$ cat config.mk
export PLATFORM = sky130hd
export DESIGN_NAME = riscv_core
export DESIGN_NICKNAME = d
export VERILOG_FILES = /design/src/logic/core_pkg.sv /design/src/logic/alu.sv /design/src/logic/data_access_stage.sv /design/src/logic/instr_decoder.sv /design/src/logic/program_counter.sv /design/src/logic/register_file.sv /design/src/logic/riscv_core.sv
export VERILOG_INCLUDE_DIRS = /design/src /design/src/logic
export SDC_FILE = /design/constraint.sdc
export NUM_CORES = 2
export LEC_CHECK = 0
export ABC_CLOCK_PERIOD_IN_PS = 4600
export BUFFER_PORTS_ARGS = -buffer_cell sky130_fd_sc_hd__buf_4
export CAP_MARGIN = 20
export CORE_MARGIN = 2
export CORE_UTILIZATION = 64
export DETAILED_ROUTE_END_ITERATION = 8
export PLACE_DENSITY = 0.81
export SLEW_MARGIN = 20
export SYNTH_ARGS = -nofsm -noshare
export SYNTH_HDL_FRONTEND = slang
export SYNTH_SLANG_ARGS = --single-unit
export TNS_END_PERCENT = 10
$ cat constraint.sdc
create_clock -name CK_REF -period 4.6 [get_ports CK_REF]
set_input_delay 0.69 -clock CK_REF [delete_from_list [all_inputs] [get_ports CK_REF]]
set_output_delay 0.69 -clock CK_REF [all_outputs]
set_load 0.05 [all_outputs]
$ cat src/logic/core_config.svh
`ifndef CORE_CONFIG_SVH
`define CORE_CONFIG_SVH

// ******************************
// Core widths
// ******************************

`define CORE_XLEN        32     // Data and instruction width
`define CORE_REG_ADDR_W  5      // Register index width
`define CORE_DATA_ADDR_W 16     // Data-memory address bus width

// ******************************
// Program counter
// ******************************

`define CORE_PC_STEP     4      // Byte step between sequential instructions
`define CORE_RESET_PC    0      // First fetch address after reset

`endif

$ cat src/logic/core_pkg.sv
`include "core_config.svh"

package core_pkg;

    // Major opcodes kept by the core, anything else decodes to a bubble
    typedef enum logic [6:0] {
        BUBBLE = 7'b000_0000,       // All-zero word
        LOAD   = 7'b000_0011,
        OP_IMM = 7'b001_0011,
        STORE  = 7'b010_0011,
        OP     = 7'b011_0011
    } opcode_e;

    typedef enum logic [3:0] {
        ADD, SUB, SLL, SLT, SLTU, XOR, SRL, SRA, OR, AND
    } alu_op_e;

    typedef enum logic [1:0] {
        MEM_NONE, MEM_LOAD, MEM_STORE
    } mem_op_e;

    // Access size and extension for loads and stores
    typedef enum logic [2:0] {
        WORD, HALF_S, HALF_U, BYTE_S, BYTE_U
    } width_e;

    // ******************************
    // Stage structs
    // ******************************

    typedef struct packed {
        alu_op_e                     alu_op;
        logic [`CORE_XLEN-1:0]       operand_a;
        logic [`CORE_XLEN-1:0]       operand_b;
        logic [`CORE_XLEN-1:0]       store_data;  // rs2 value for stores
        mem_op_e                     mem_op;
        width_e                      width;
        logic [`CORE_REG_ADDR_W-1:0] rd;
        logic                        wb_en;
    } ex_ctrl_t;

    typedef struct packed {
        logic [`CORE_XLEN-1:0]       result;      // ALU output or memory address
        logic [`CORE_XLEN-1:0]       store_data;
        mem_op_e                     mem_op;
        width_e                      width;
        logic [`CORE_REG_ADDR_W-1:0] rd;
        logic                        wb_en;
    } mem_ctrl_t;

    typedef struct packed {
        logic                        wb_en;
        logic [`CORE_REG_ADDR_W-1:0] rd;
        logic [`CORE_XLEN-1:0]       data;
    } wb_t;

    // Bubble contents, no memory access and no register write
    localparam ex_ctrl_t EX_BUBBLE = '{alu_op: ADD, operand_a: '0, operand_b: '0,
                                       store_data: '0, mem_op: MEM_NONE, width: WORD,
                                       rd: '0, wb_en: 1'b0};
    localparam mem_ctrl_t MEM_BUBBLE = '{result: '0, store_data: '0, mem_op: MEM_NONE,
                                         width: WORD, rd: '0, wb_en: 1'b0};
    localparam wb_t WB_IDLE = '{wb_en: 1'b0, rd: '0, data: '0};

endpackage

$ cat src/logic/alu.sv
`include "core_config.svh"

// Execute stage, all integer ops plus pass-through of memory control
module alu (
    input  core_pkg::ex_ctrl_t  ex,
    output core_pkg::mem_ctrl_t mem
);
    import core_pkg::*;

    logic [$clog2(`CORE_XLEN)-1:0] shamt;  // Low five bits of operand B
    logic                          lt_s;
    logic                          lt_u;

    assign shamt = ex.operand_b[$clog2(`CORE_XLEN)-1:0];
    assign lt_s  = $signed(ex.operand_a) < $signed(ex.operand_b);
    assign lt_u  = ex.operand_a < ex.operand_b;

    always_comb begin
        // Memory control rides along unchanged
        mem.store_data = ex.store_data;
        mem.mem_op     = ex.mem_op;
        mem.width      = ex.width;
        mem.rd         = ex.rd;
        mem.wb_en      = ex.wb_en;

        case (ex.alu_op)
            ADD:     mem.result = ex.operand_a + ex.operand_b;  // Also load/store address
            SUB:     mem.result = ex.operand_a - ex.operand_b;
            SLL:     mem.result = ex.operand_a << shamt;
            SLT:     mem.result = {{(`CORE_XLEN-1){1'b0}}, lt_s};
            SLTU:    mem.result = {{(`CORE_XLEN-1){1'b0}}, lt_u};
            XOR:     mem.result = ex.operand_a ^ ex.operand_b;
            SRL:     mem.result = ex.operand_a >> shamt;
            SRA:     mem.result = $signed(ex.operand_a) >>> shamt;  // Sign fill
            OR:      mem.result = ex.operand_a | ex.operand_b;
            AND:     mem.result = ex.operand_a & ex.operand_b;
            default: mem.result = '0;
        endcase
    end

endmodule

$ cat src/logic/data_access_stage.sv
`include "core_config.svh"

// Memory stage, drives the data port and registers the write-back value
module data_access_stage (
    input  logic                         CK_REF,
    input  logic                         RST_N,
    input  core_pkg::mem_ctrl_t          mem,
    input  logic [`CORE_XLEN-1:0]        data_rdata,
    output logic                         data_rd_wrn,
    output logic [`CORE_DATA_ADDR_W-1:0] data_addr,
    output logic [`CORE_XLEN-1:0]        data_wdata,
    output core_pkg::wb_t                wb
);
    import core_pkg::*;

    logic [`CORE_XLEN-1:0] load_data;

    // Byte and half extension, shared by store data and load data
    function automatic logic [`CORE_XLEN-1:0] extend(
        input logic [`CORE_XLEN-1:0] value,
        input width_e                size
    );
        logic [`CORE_XLEN-1:0] ext;
        case (size)
            BYTE_S:  ext = {{(`CORE_XLEN-8){value[7]}}, value[7:0]};
            BYTE_U:  ext = {{(`CORE_XLEN-8){1'b0}}, value[7:0]};
            HALF_S:  ext = {{(`CORE_XLEN-16){value[15]}}, value[15:0]};
            HALF_U:  ext = {{(`CORE_XLEN-16){1'b0}}, value[15:0]};
            default: ext = value;  // WORD
        endcase
        return ext;
    endfunction

    // ******************************
    // Data-memory port
    // ******************************
    always_comb begin
        data_rd_wrn = 1'b1;   // Idle reads as high
        data_addr   = '0;
        data_wdata  = '0;
        case (mem.mem_op)
            MEM_LOAD: begin
                data_addr = mem.result[`CORE_DATA_ADDR_W-1:0];
            end
            MEM_STORE: begin
                data_rd_wrn = 1'b0;
                data_addr   = mem.result[`CORE_DATA_ADDR_W-1:0];
                data_wdata  = extend(mem.store_data, mem.width);  // SB/SH sign-extended
            end
            default: ;
        endcase
    end

    assign load_data = extend(data_rdata, mem.width);

    // Write-back register
    always_ff @(posedge CK_REF or negedge RST_N) begin
        if (!RST_N) begin
            wb <= WB_IDLE;
        end else begin
            wb.wb_en <= mem.wb_en;
            wb.rd    <= mem.rd;
            wb.data  <= (mem.mem_op == MEM_LOAD) ? load_data : mem.result;
        end
    end

endmodule

$ cat src/logic/instr_decoder.sv
`include "core_config.svh"

// Decode stage, fetch word plus register values into execute control
module instr_decoder (
    input  logic [`CORE_XLEN-1:0]       instr,
    input  logic [`CORE_XLEN-1:0]       rs1_data,
    input  logic [`CORE_XLEN-1:0]       rs2_data,
    output logic [`CORE_REG_ADDR_W-1:0] rs1_addr,
    output logic [`CORE_REG_ADDR_W-1:0] rs2_addr,
    output core_pkg::ex_ctrl_t          ctrl
);
    import core_pkg::*;

    opcode_e               opcode;
    logic [2:0]            funct3;
    logic                  alt;           // Bit 30, SUB and SRA select
    logic                  f7_rest_zero;  // Remaining funct7 bits clear
    logic [`CORE_XLEN-1:0] imm_i;
    logic [`CORE_XLEN-1:0] imm_s;
    alu_op_e               alu_sel;
    logic                  legal;

    assign opcode       = opcode_e'(instr[6:0]);
    assign funct3       = instr[14:12];
    assign alt          = instr[30];
    assign f7_rest_zero = (instr[31] == 1'b0) && (instr[29:25] == 5'b0_0000);

    // Register read addresses straight from the word
    assign rs1_addr = instr[19:15];
    assign rs2_addr = instr[24:20];

    // Sign-extended immediates
    assign imm_i = {{(`CORE_XLEN-12){instr[31]}}, instr[31:20]};
    assign imm_s = {{(`CORE_XLEN-12){instr[31]}}, instr[31:25], instr[11:7]};

    // ******************************
    // ALU op from funct3
    // ******************************
    always_comb begin
        case (funct3)
            3'b000:  alu_sel = (opcode == OP && alt) ? SUB : ADD;  // ADDI ignores bit 30
            3'b001:  alu_sel = SLL;
            3'b010:  alu_sel = SLT;
            3'b011:  alu_sel = SLTU;
            3'b100:  alu_sel = XOR;
            3'b101:  alu_sel = alt ? SRA : SRL;
            3'b110:  alu_sel = OR;
            default: alu_sel = AND;
        endcase
    end

    // ******************************
    // Control struct
    // ******************************
    always_comb begin
        ctrl  = EX_BUBBLE;
        legal = 1'b0;
        case (opcode)
            OP: begin
                ctrl.alu_op    = alu_sel;
                ctrl.operand_a = rs1_data;
                ctrl.operand_b = rs2_data;
                ctrl.rd        = instr[11:7];
                ctrl.wb_en     = 1'b1;
                // Bit 30 only valid for SUB and SRA
                legal = f7_rest_zero && (!alt || funct3 == 3'b000 || funct3 == 3'b101);
            end
            OP_IMM: begin
                ctrl.alu_op    = alu_sel;
                ctrl.operand_a = rs1_data;
                ctrl.operand_b = imm_i;  // Shifts use the low bits only
                ctrl.rd        = instr[11:7];
                ctrl.wb_en     = 1'b1;
                if (funct3 == 3'b001) begin
                    legal = f7_rest_zero && !alt;  // SLLI
                end else if (funct3 == 3'b101) begin
                    legal = f7_rest_zero;          // SRLI or SRAI
                end else begin
                    legal = 1'b1;
                end
            end
            LOAD: begin
                ctrl.operand_a = rs1_data;
                ctrl.operand_b = imm_i;
                ctrl.mem_op    = MEM_LOAD;
                ctrl.rd        = instr[11:7];
                ctrl.wb_en     = 1'b1;
                legal          = 1'b1;
                case (funct3)
                    3'b000:  ctrl.width = BYTE_S;   // LB
                    3'b001:  ctrl.width = HALF_S;   // LH
                    3'b010:  ctrl.width = WORD;     // LW
                    3'b100:  ctrl.width = BYTE_U;   // LBU
                    3'b101:  ctrl.width = HALF_U;   // LHU
                    default: legal = 1'b0;
                endcase
            end
            STORE: begin
                ctrl.operand_a  = rs1_data;
                ctrl.operand_b  = imm_s;
                ctrl.store_data = rs2_data;
                ctrl.mem_op     = MEM_STORE;
                legal           = 1'b1;
                case (funct3)
                    3'b000:  ctrl.width = BYTE_S;   // SB
                    3'b001:  ctrl.width = HALF_S;   // SH
                    3'b010:  ctrl.width = WORD;     // SW
                    default: legal = 1'b0;
                endcase
            end
            BUBBLE:  legal = 1'b0;
            default: legal = 1'b0;  // Branches, jumps, LUI, AUIPC, system
        endcase

        if (!legal) begin
            ctrl = EX_BUBBLE;
        end
        // x0 is never written
        if (ctrl.rd == '0) begin
            ctrl.wb_en = 1'b0;
        end
    end

endmodule

$ cat src/logic/program_counter.sv
`include "core_config.svh"

// Free-running instruction address counter
module program_counter (
    input  logic                  CK_REF,
    input  logic                  RST_N,
    output logic [`CORE_XLEN-1:0] pc
);

    logic [`CORE_XLEN-1:0] pc_next;

    // Sequential step only, branch target select would go here
    assign pc_next = pc + `CORE_XLEN'(`CORE_PC_STEP);

    always_ff @(posedge CK_REF or negedge RST_N) begin
        if (!RST_N) begin
            pc <= `CORE_XLEN'(`CORE_RESET_PC);  // Start of program
        end else begin
            pc <= pc_next;
        end
    end

endmodule

$ cat src/logic/register_file.sv
`include "core_config.svh"

// Two read ports, one write port, write-through on read
module register_file (
    input  logic                        CK_REF,
    input  logic                        RST_N,
    input  logic [`CORE_REG_ADDR_W-1:0] rs1_addr,
    input  logic [`CORE_REG_ADDR_W-1:0] rs2_addr,
    input  core_pkg::wb_t               wb,
    output logic [`CORE_XLEN-1:0]       rs1_data,
    output logic [`CORE_XLEN-1:0]       rs2_data
);

    localparam int NREGS = 1 << `CORE_REG_ADDR_W;

    logic [`CORE_XLEN-1:0] regs [1:NREGS-1];  // x0 has no storage

    // Read with x0 and same-cycle write bypass
    function automatic logic [`CORE_XLEN-1:0] read_port(
        input logic [`CORE_REG_ADDR_W-1:0] addr
    );
        logic [`CORE_XLEN-1:0] value;
        if (addr == '0) begin
            value = '0;
        end else if (wb.wb_en && wb.rd == addr) begin
            value = wb.data;                // Write-through
        end else begin
            value = regs[addr];
        end
        return value;
    endfunction

    always_comb begin
        rs1_data = read_port(rs1_addr);
        rs2_data = read_port(rs2_addr);
    end

    always_ff @(posedge CK_REF or negedge RST_N) begin
        if (!RST_N) begin
            for (int i = 1; i < NREGS; i++) begin
                regs[i] <= '0;
            end
        end else if (wb.wb_en && wb.rd != '0) begin
            regs[wb.rd] <= wb.data;
        end
    end

endmodule

$ cat src/logic/riscv_core.sv
`include "core_config.svh"

// Five-stage RV32I integer pipeline, no forwarding and no stalls
module riscv_core (
    input  logic                         CK_REF,
    input  logic                         RST_N,
    output logic [`CORE_XLEN-1:0]        inst_addr,
    input  logic [`CORE_XLEN-1:0]        inst_data,
    output logic                         data_rd_wrn,
    output logic [`CORE_DATA_ADDR_W-1:0] data_addr,
    output logic [`CORE_XLEN-1:0]        data_wdata,
    input  logic [`CORE_XLEN-1:0]        data_rdata
);
    import core_pkg::*;

    logic [`CORE_XLEN-1:0]       fetch_q;   // Fetched instruction word
    logic [`CORE_REG_ADDR_W-1:0] rs1_addr;
    logic [`CORE_REG_ADDR_W-1:0] rs2_addr;
    logic [`CORE_XLEN-1:0]       rs1_data;
    logic [`CORE_XLEN-1:0]       rs2_data;
    ex_ctrl_t                    ex_d;
    ex_ctrl_t                    ex_q;      // Decode/execute register
    mem_ctrl_t                   mem_d;
    mem_ctrl_t                   mem_q;     // Execute/memory register
    wb_t                         wb;        // Write-back register, inside memory stage

    // ******************************
    // Fetch
    // ******************************
    program_counter u_pc (
        .CK_REF (CK_REF),
        .RST_N  (RST_N),
        .pc     (inst_addr)
    );

    // ******************************
    // Decode and register read
    // ******************************
    instr_decoder u_dec (
        .instr    (fetch_q),
        .rs1_data (rs1_data),
        .rs2_data (rs2_data),
        .rs1_addr (rs1_addr),
        .rs2_addr (rs2_addr),
        .ctrl     (ex_d)
    );

    register_file u_rf (
        .CK_REF   (CK_REF),
        .RST_N    (RST_N),
        .rs1_addr (rs1_addr),
        .rs2_addr (rs2_addr),
        .wb       (wb),
        .rs1_data (rs1_data),
        .rs2_data (rs2_data)
    );

    // ******************************
    // Execute and memory
    // ******************************
    alu u_alu (
        .ex  (ex_q),
        .mem (mem_d)
    );

    data_access_stage u_mem (
        .CK_REF      (CK_REF),
        .RST_N       (RST_N),
        .mem         (mem_q),
        .data_rdata  (data_rdata),
        .data_rd_wrn (data_rd_wrn),
        .data_addr   (data_addr),
        .data_wdata  (data_wdata),
        .wb          (wb)
    );

    // Pipeline registers, reset to bubbles
    always_ff @(posedge CK_REF or negedge RST_N) begin
        if (!RST_N) begin
            fetch_q <= '0;          // All-zero word is a bubble
            ex_q    <= EX_BUBBLE;
            mem_q   <= MEM_BUBBLE;
        end else begin
            fetch_q <= inst_data;
            ex_q    <= ex_d;
            mem_q   <= mem_d;
        end
    end

endmodule

Word level (Yosys, flattened, before mapping). Index checks and enable logic that the tools add are counted.

Input port bits: 66. Flip-flop bits (word level): 1280. Word-level logic and storage cells: 157. Output and inout bits: 81.

Shifts and indexed selects: 3. Equal/unequal tests: 27. Muxes and demuxes: 37. Reduce and logical (&&, ||, !) cells: 24. Bitwise gates (word level): 7. Add/sub/neg operators: 3. $lt $le $gt $ge: 6.

Operator list (count): $bwmux 992 (1); $mux 32 (12); $bmux 32 s5 (2); $pmux 32 s10 (1); $pmux 32 s4 (2); $pmux 64 s3 (1); $demux 32 s5 (1); $mux 111 (1); $lt 32x32->1 (2); $add 32x3->32 const B (1); $add 32x32->32 (1); $and 32x32->32 (1); $or 32x32->32 (1); $shl 32x5->32 (1); $shr 32x5->32 (1); $sshr 32x5->32 (1); $sub 32x32->32 (1); $xor 32x32->32 (1); $pmux 4 s7 (1); $logic_not 5->1 (4); $ge 6x6->1 const B (3); $not 5->6 (3); $eq 4x3->1 const B (4); $mux 16 (1); 30 further kinds (59).

Longest topological paths before layout.
Depth in word-level cells: 10. Depth in mapped cells: 17. Gate-level depth less buffers: 14.

Hierarchy. Synthesis repeated with hierarchy kept, for this count alone.

Cells, all modules: 5760. Area total of the unflattened synthesis: 72922.4 um^2.

Modules (own cells, without submodules): register_file (area an instance 53740.3 um^2, times used 1, cells an instance 3760, sequential area each 24823.8 um^2); alu (area an instance 8843.5 um^2, times used 1, cells an instance 1249, sequential area each 0.0 um^2); riscv_core (area an instance 5455.2 um^2, times used 1, cells an instance 218, sequential area each 5455.2 um^2); data_access_stage (area an instance 2021.9 um^2, times used 1, cells an instance 186, sequential area each 950.9 um^2); instr_decoder (area an instance 1497.7 um^2, times used 1, cells an instance 234, sequential area each 0.0 um^2); program_counter (area an instance 1363.8 um^2, times used 1, cells an instance 113, sequential area each 750.7 um^2).

Worst setup path after synthesis. Ideal clock, no wire load.

Path type: register to register. From: register ex_q[45] in the netlist's numbering. To: register mem_q[73] in the netlist's numbering. Data required time: 4.513 ns. Arrival: 3.900 ns. Clock period less this slack: 3.986 ns. Stages on the path, launching flop included: 18. Path buffers: 5. Library setup time: 0.087 ns. Slack: 0.614 ns. Path through: dfrtp_1 clkbuf_1 inv_1 buf_2 buf_1 buf_1 ha_1 buf_2 nor2b_1 o221ai_1 a21oi_1 nand3b_1 a2111oi_0 nor4_1 o21ai_0 mux2i_1 nand2_1 o211ai_1.

RTL lines: from (decl) (RTL line riscv_core.sv:22) `ex_ctrl_t ex_q;`; from (signal assigned) (RTL line riscv_core.sv:81) `ex_q <= EX_BUBBLE;`; from (signal assigned) (RTL line riscv_core.sv:85) `ex_q <= ex_d;`; to (signal assigned) (RTL line riscv_core.sv:86) `mem_q <= mem_d;`; to (decl) (RTL line riscv_core.sv:24) `mem_ctrl_t mem_q;`.

==> summary.txt <==
Pwr
  • Static Leak: between 0.03 and 0.04 µW
  • Cell Pwr Density: approximately 300 nW/µm²
  • Power Total: roughly 24000 µW
  • Maximum vdd drop: 368.3 µV

Setup path
  • Worst EP arrival: roughly 4600 ps
  • CP cell instances: nor2b_4 > buf_4 > a22o_1 > mux4_2 > mux2i_1 > a21oi_1 > nand2_1 > a21oi_1
  • R2R Setup Slk: between 500 and 600 ps
  • Crit path top cell by count: a21oi_1
  • Worst setup path class: reg2reg
  • CP peak stage delay: 850 ps
  • Crit path max-delay family: compound AO/OA/AOI/OAI gates
  • Slowest cell on the critical path: dfrtp_4
  • Critical-path maximum fanout: 30
  • Critical path data required time: 5220 ps
  • CP Launch Type: register
  • Sum of buffers and inverters on the critical path: 1
  • Critical Path Sink Type: register

Finish
  • Multi-input gate area: 36760 µm²
  • Fraction of layout cells with a size suffix above 1: 41.83%
  • Commonest non-fill, non-tap cell in the layout: dfrtp_1
  • Most frequent cells in the layout: 1258 x dfrtp_1, 1074 x mux2_2, 588 x mux4_2
  • Finished Layout Cells: 6921
  • Storage cell area: 32030 µm²
  • Synth-to-layout area growth: 11.28%
  • Fillers: between 7000 and 8000
  • Layout Utilization: 71.56%
  • Final nets: 5490

Clocking
  • Max H-tree Level: 4
  • Clock Tree Root: clkbuf_16
  • Post-CTS setup buffers: 0
  • TritonCTS clock tree: yes
  • Worst skew pair latency: about 800 ps
  • Max Root-Sink Buffers: 3
  • Clk pin slew, worst setup/hold paths: 60 ps
  • Sink Count: 1278
  • Post-CTS Resized: 0
  • CTS buffer count: ~140

Die
  • Row count: 122
  • IO Count: 147
  • Initial Util: between 60 and 70%
  • Core area: between 100000 and 150000 µm²
  • Die Y: 336.8 µm
  • Die X: 336.8 µm
  • Die ar.: 113400 µm²

Synthesis
  • Primary FF master, synth: dfrtp_1
  • EDFF count, synth: 0
  • Ys async rst share: 100.0%
  • Synth area leaders: dfrtp_1 45%, mux4_2 19%, mux2_2 17%
  • Seq cells post-synth: 1278
  • Mean post-synth cell area: 13.26 µm²
  • Synth Cell Area: just over 70000 µm²
  • Synth Instances: 5344
  • Most area-hungry cell type in the Yosys netlist: dfrtp_1
  • Ys Warns: 0
  • Sequential element share of the synthesized area: 45.12%
  • Share of the synthesized area in the top cell type: 45.12%
  • Synth cell types: 78

Flow run
  • Max cap viols: 0

Timing
  • Period utilization: between 80% and 90%
  • Slew margin rel.: 14.51%
  • Hold Fails Final Rpt: 0
  • Max-slew violations: 0
  • Actual slew at the worst max-slew pin: ~1300 ps
  • Max Clock Skew: 27.61 ps
  • # setup viols final: 0
  • RSZ-0062 raised after global routing: no
  • TNS Setup: 0 ps
  • PnR worst setup slack: roughly 600 ps
  • Highest clock rate: 0.2496 GHz
  • Final Critical Period: 4006 ps

Placed design
  • Hpwl dp: approximately 150000 µm
  • Cells after DPL: 6647
  • Place WS: 713.7 ps
  • I/O Buffers: 144
  • Gpl congestion: 1.051

Route
  • WL/cell: 33.94 µm
  • DR vias/cell: 7.356
  • First-iteration detailed-routing DRC count: 6712
  • DR vias: 50910
  • DRC viols: 0
  • Routed wire length: 234900 µm
  • Final ANT Viol Nets: 0
  • DRT Pass-1 Iters: 6

GRT
  • GRT Total Usage: 42.21%
  • Largest net degree at the start of global routing: approximately 130
  • Grt ovf: 0
  • First-pass GRT wire length: 346800 µm
  • Vias in the first global route: about 52000
  • Initial antenna violation count: 12

Hold path
  • Hold Path Class: in2reg

Run status
  • Outcome: finished, final reports clean
[cell type report]
| cell class | count | area share (%) |
|---|---|---|
| Multi-Input combinational cell | 3461 | 46.60 |
| Sequential cell | 1278 | 40.61 |
| Timing Repair Buffer | 347 | 4.045 |
| Inverter | 98 | 0.4664 |
| Tap cell | 1488 | 2.361 |
| Clock buffer | 197 | 4.961 |
| Clock inverter | 48 | 0.9455 |
| Antenna cell | 4 | 0.01269 |
[where the power goes]
group	switching (µW)	internal, µW	total (µW)
clock network	4920	6570	11500
registers	111	11300	11400
logic	655	357	1010
total	5690	18200	23900
[cell families (layout without fill, tap and decap cells)]
group                    Yosys count  after routing  share of synthesized area, %
multiplexers                    1770           1770                         37.27
AND/OR/NAND/NOR                  800            800                         5.088
adder cells (fa/ha/maj)          102            102                         1.822
other                              1              6                      0.005291
buffers and inverters            606            690                         3.340
flip-flops                      1278           1278                         45.12
XOR/XNOR                          66             66                        0.8156
AO/OA/AOI/OAI                    721            721                         6.534
[cells in the mapped netlist (14+ instances only)]
| cell | instances |
|---|---|
| o21bai_1 | 14 |
| nand2b_1 | 22 |
| xnor2_1 | 46 |
| and2_1 | 54 |
| inv_1 | 93 |
| nor3_1 | 27 |
| nor2_1 | 307 |
| nor4_1 | 16 |
| a221oi_1 | 17 |
| o211ai_1 | 37 |
| a22oi_1 | 27 |
| o21ai_0 | 145 |
| nand2_1 | 240 |
| a211oi_1 | 38 |
| buf_1 | 100 |
| a21oi_1 | 248 |
| clkbuf_1 | 351 |
| ha_1 | 100 |
| nand4_1 | 14 |
| nor2b_1 | 38 |
| dfrtp_1 | 1278 |
| a31oi_1 | 14 |
| a22o_1 | 63 |
| mux4_2 | 588 |
| o21a_1 | 22 |
| mux2i_1 | 108 |
| nand3_1 | 31 |
| mux2_2 | 1074 |
| xor2_1 | 20 |
| buf_2 | 50 |
[per-stage QoR]
stage | cell area [µm²] | hold WS (ps)
after CTS | 78860 | 4.570
after detailed placement | 73950 | 334.7
after floorplan | 70880 | 331.2
after global routing | 78860 | 12.57
after global placement | 73920 | 331.1
final | 78870 | 29.78
[flip-flops by register name, indices dropped and copies added, names as in the netlist]
| name | flops |
|---|---|
| mem_q | 75 |
| u_mem.wb | 38 |
| fetch_q | 32 |
| ex_q | 111 |
| u_pc.pc | 30 |
| u_rf.regs | 992 |
[layer usage]
layer / share of wire, % / GRT usage [%] / up-vias
met2: 46 / 63.55 / 3549
met5: 0.034 / 0.1277 / -
met3: 12 / 12.73 / 1012
met4: 7.7 / 28.03 / 12
li1: - / - / 20030
met1: 35 / 53.36 / 26310
[final timing paths]
path / startpoint / to / cells past startpoint
max: fetch_q[20] / ex_q[63] / 8
min: inst_data[20] / fetch_q[20] / 1
max reg2reg: fetch_q[20] / ex_q[63] / 8
min reg2reg: ex_q[10] / mem_q[10] / 0
max in group asynchronous: RST_N / u_rf.regs[59] / 3
min in group asynchronous: RST_N / u_rf.regs[194] / 2
[repair_timing]
action                     4_1_cts  5_1_grt
hold buffers                    25        0
hold endpoints to repair       121        0
setup endpoints to repair        0        0
Power figures use the tool's default switching activity.
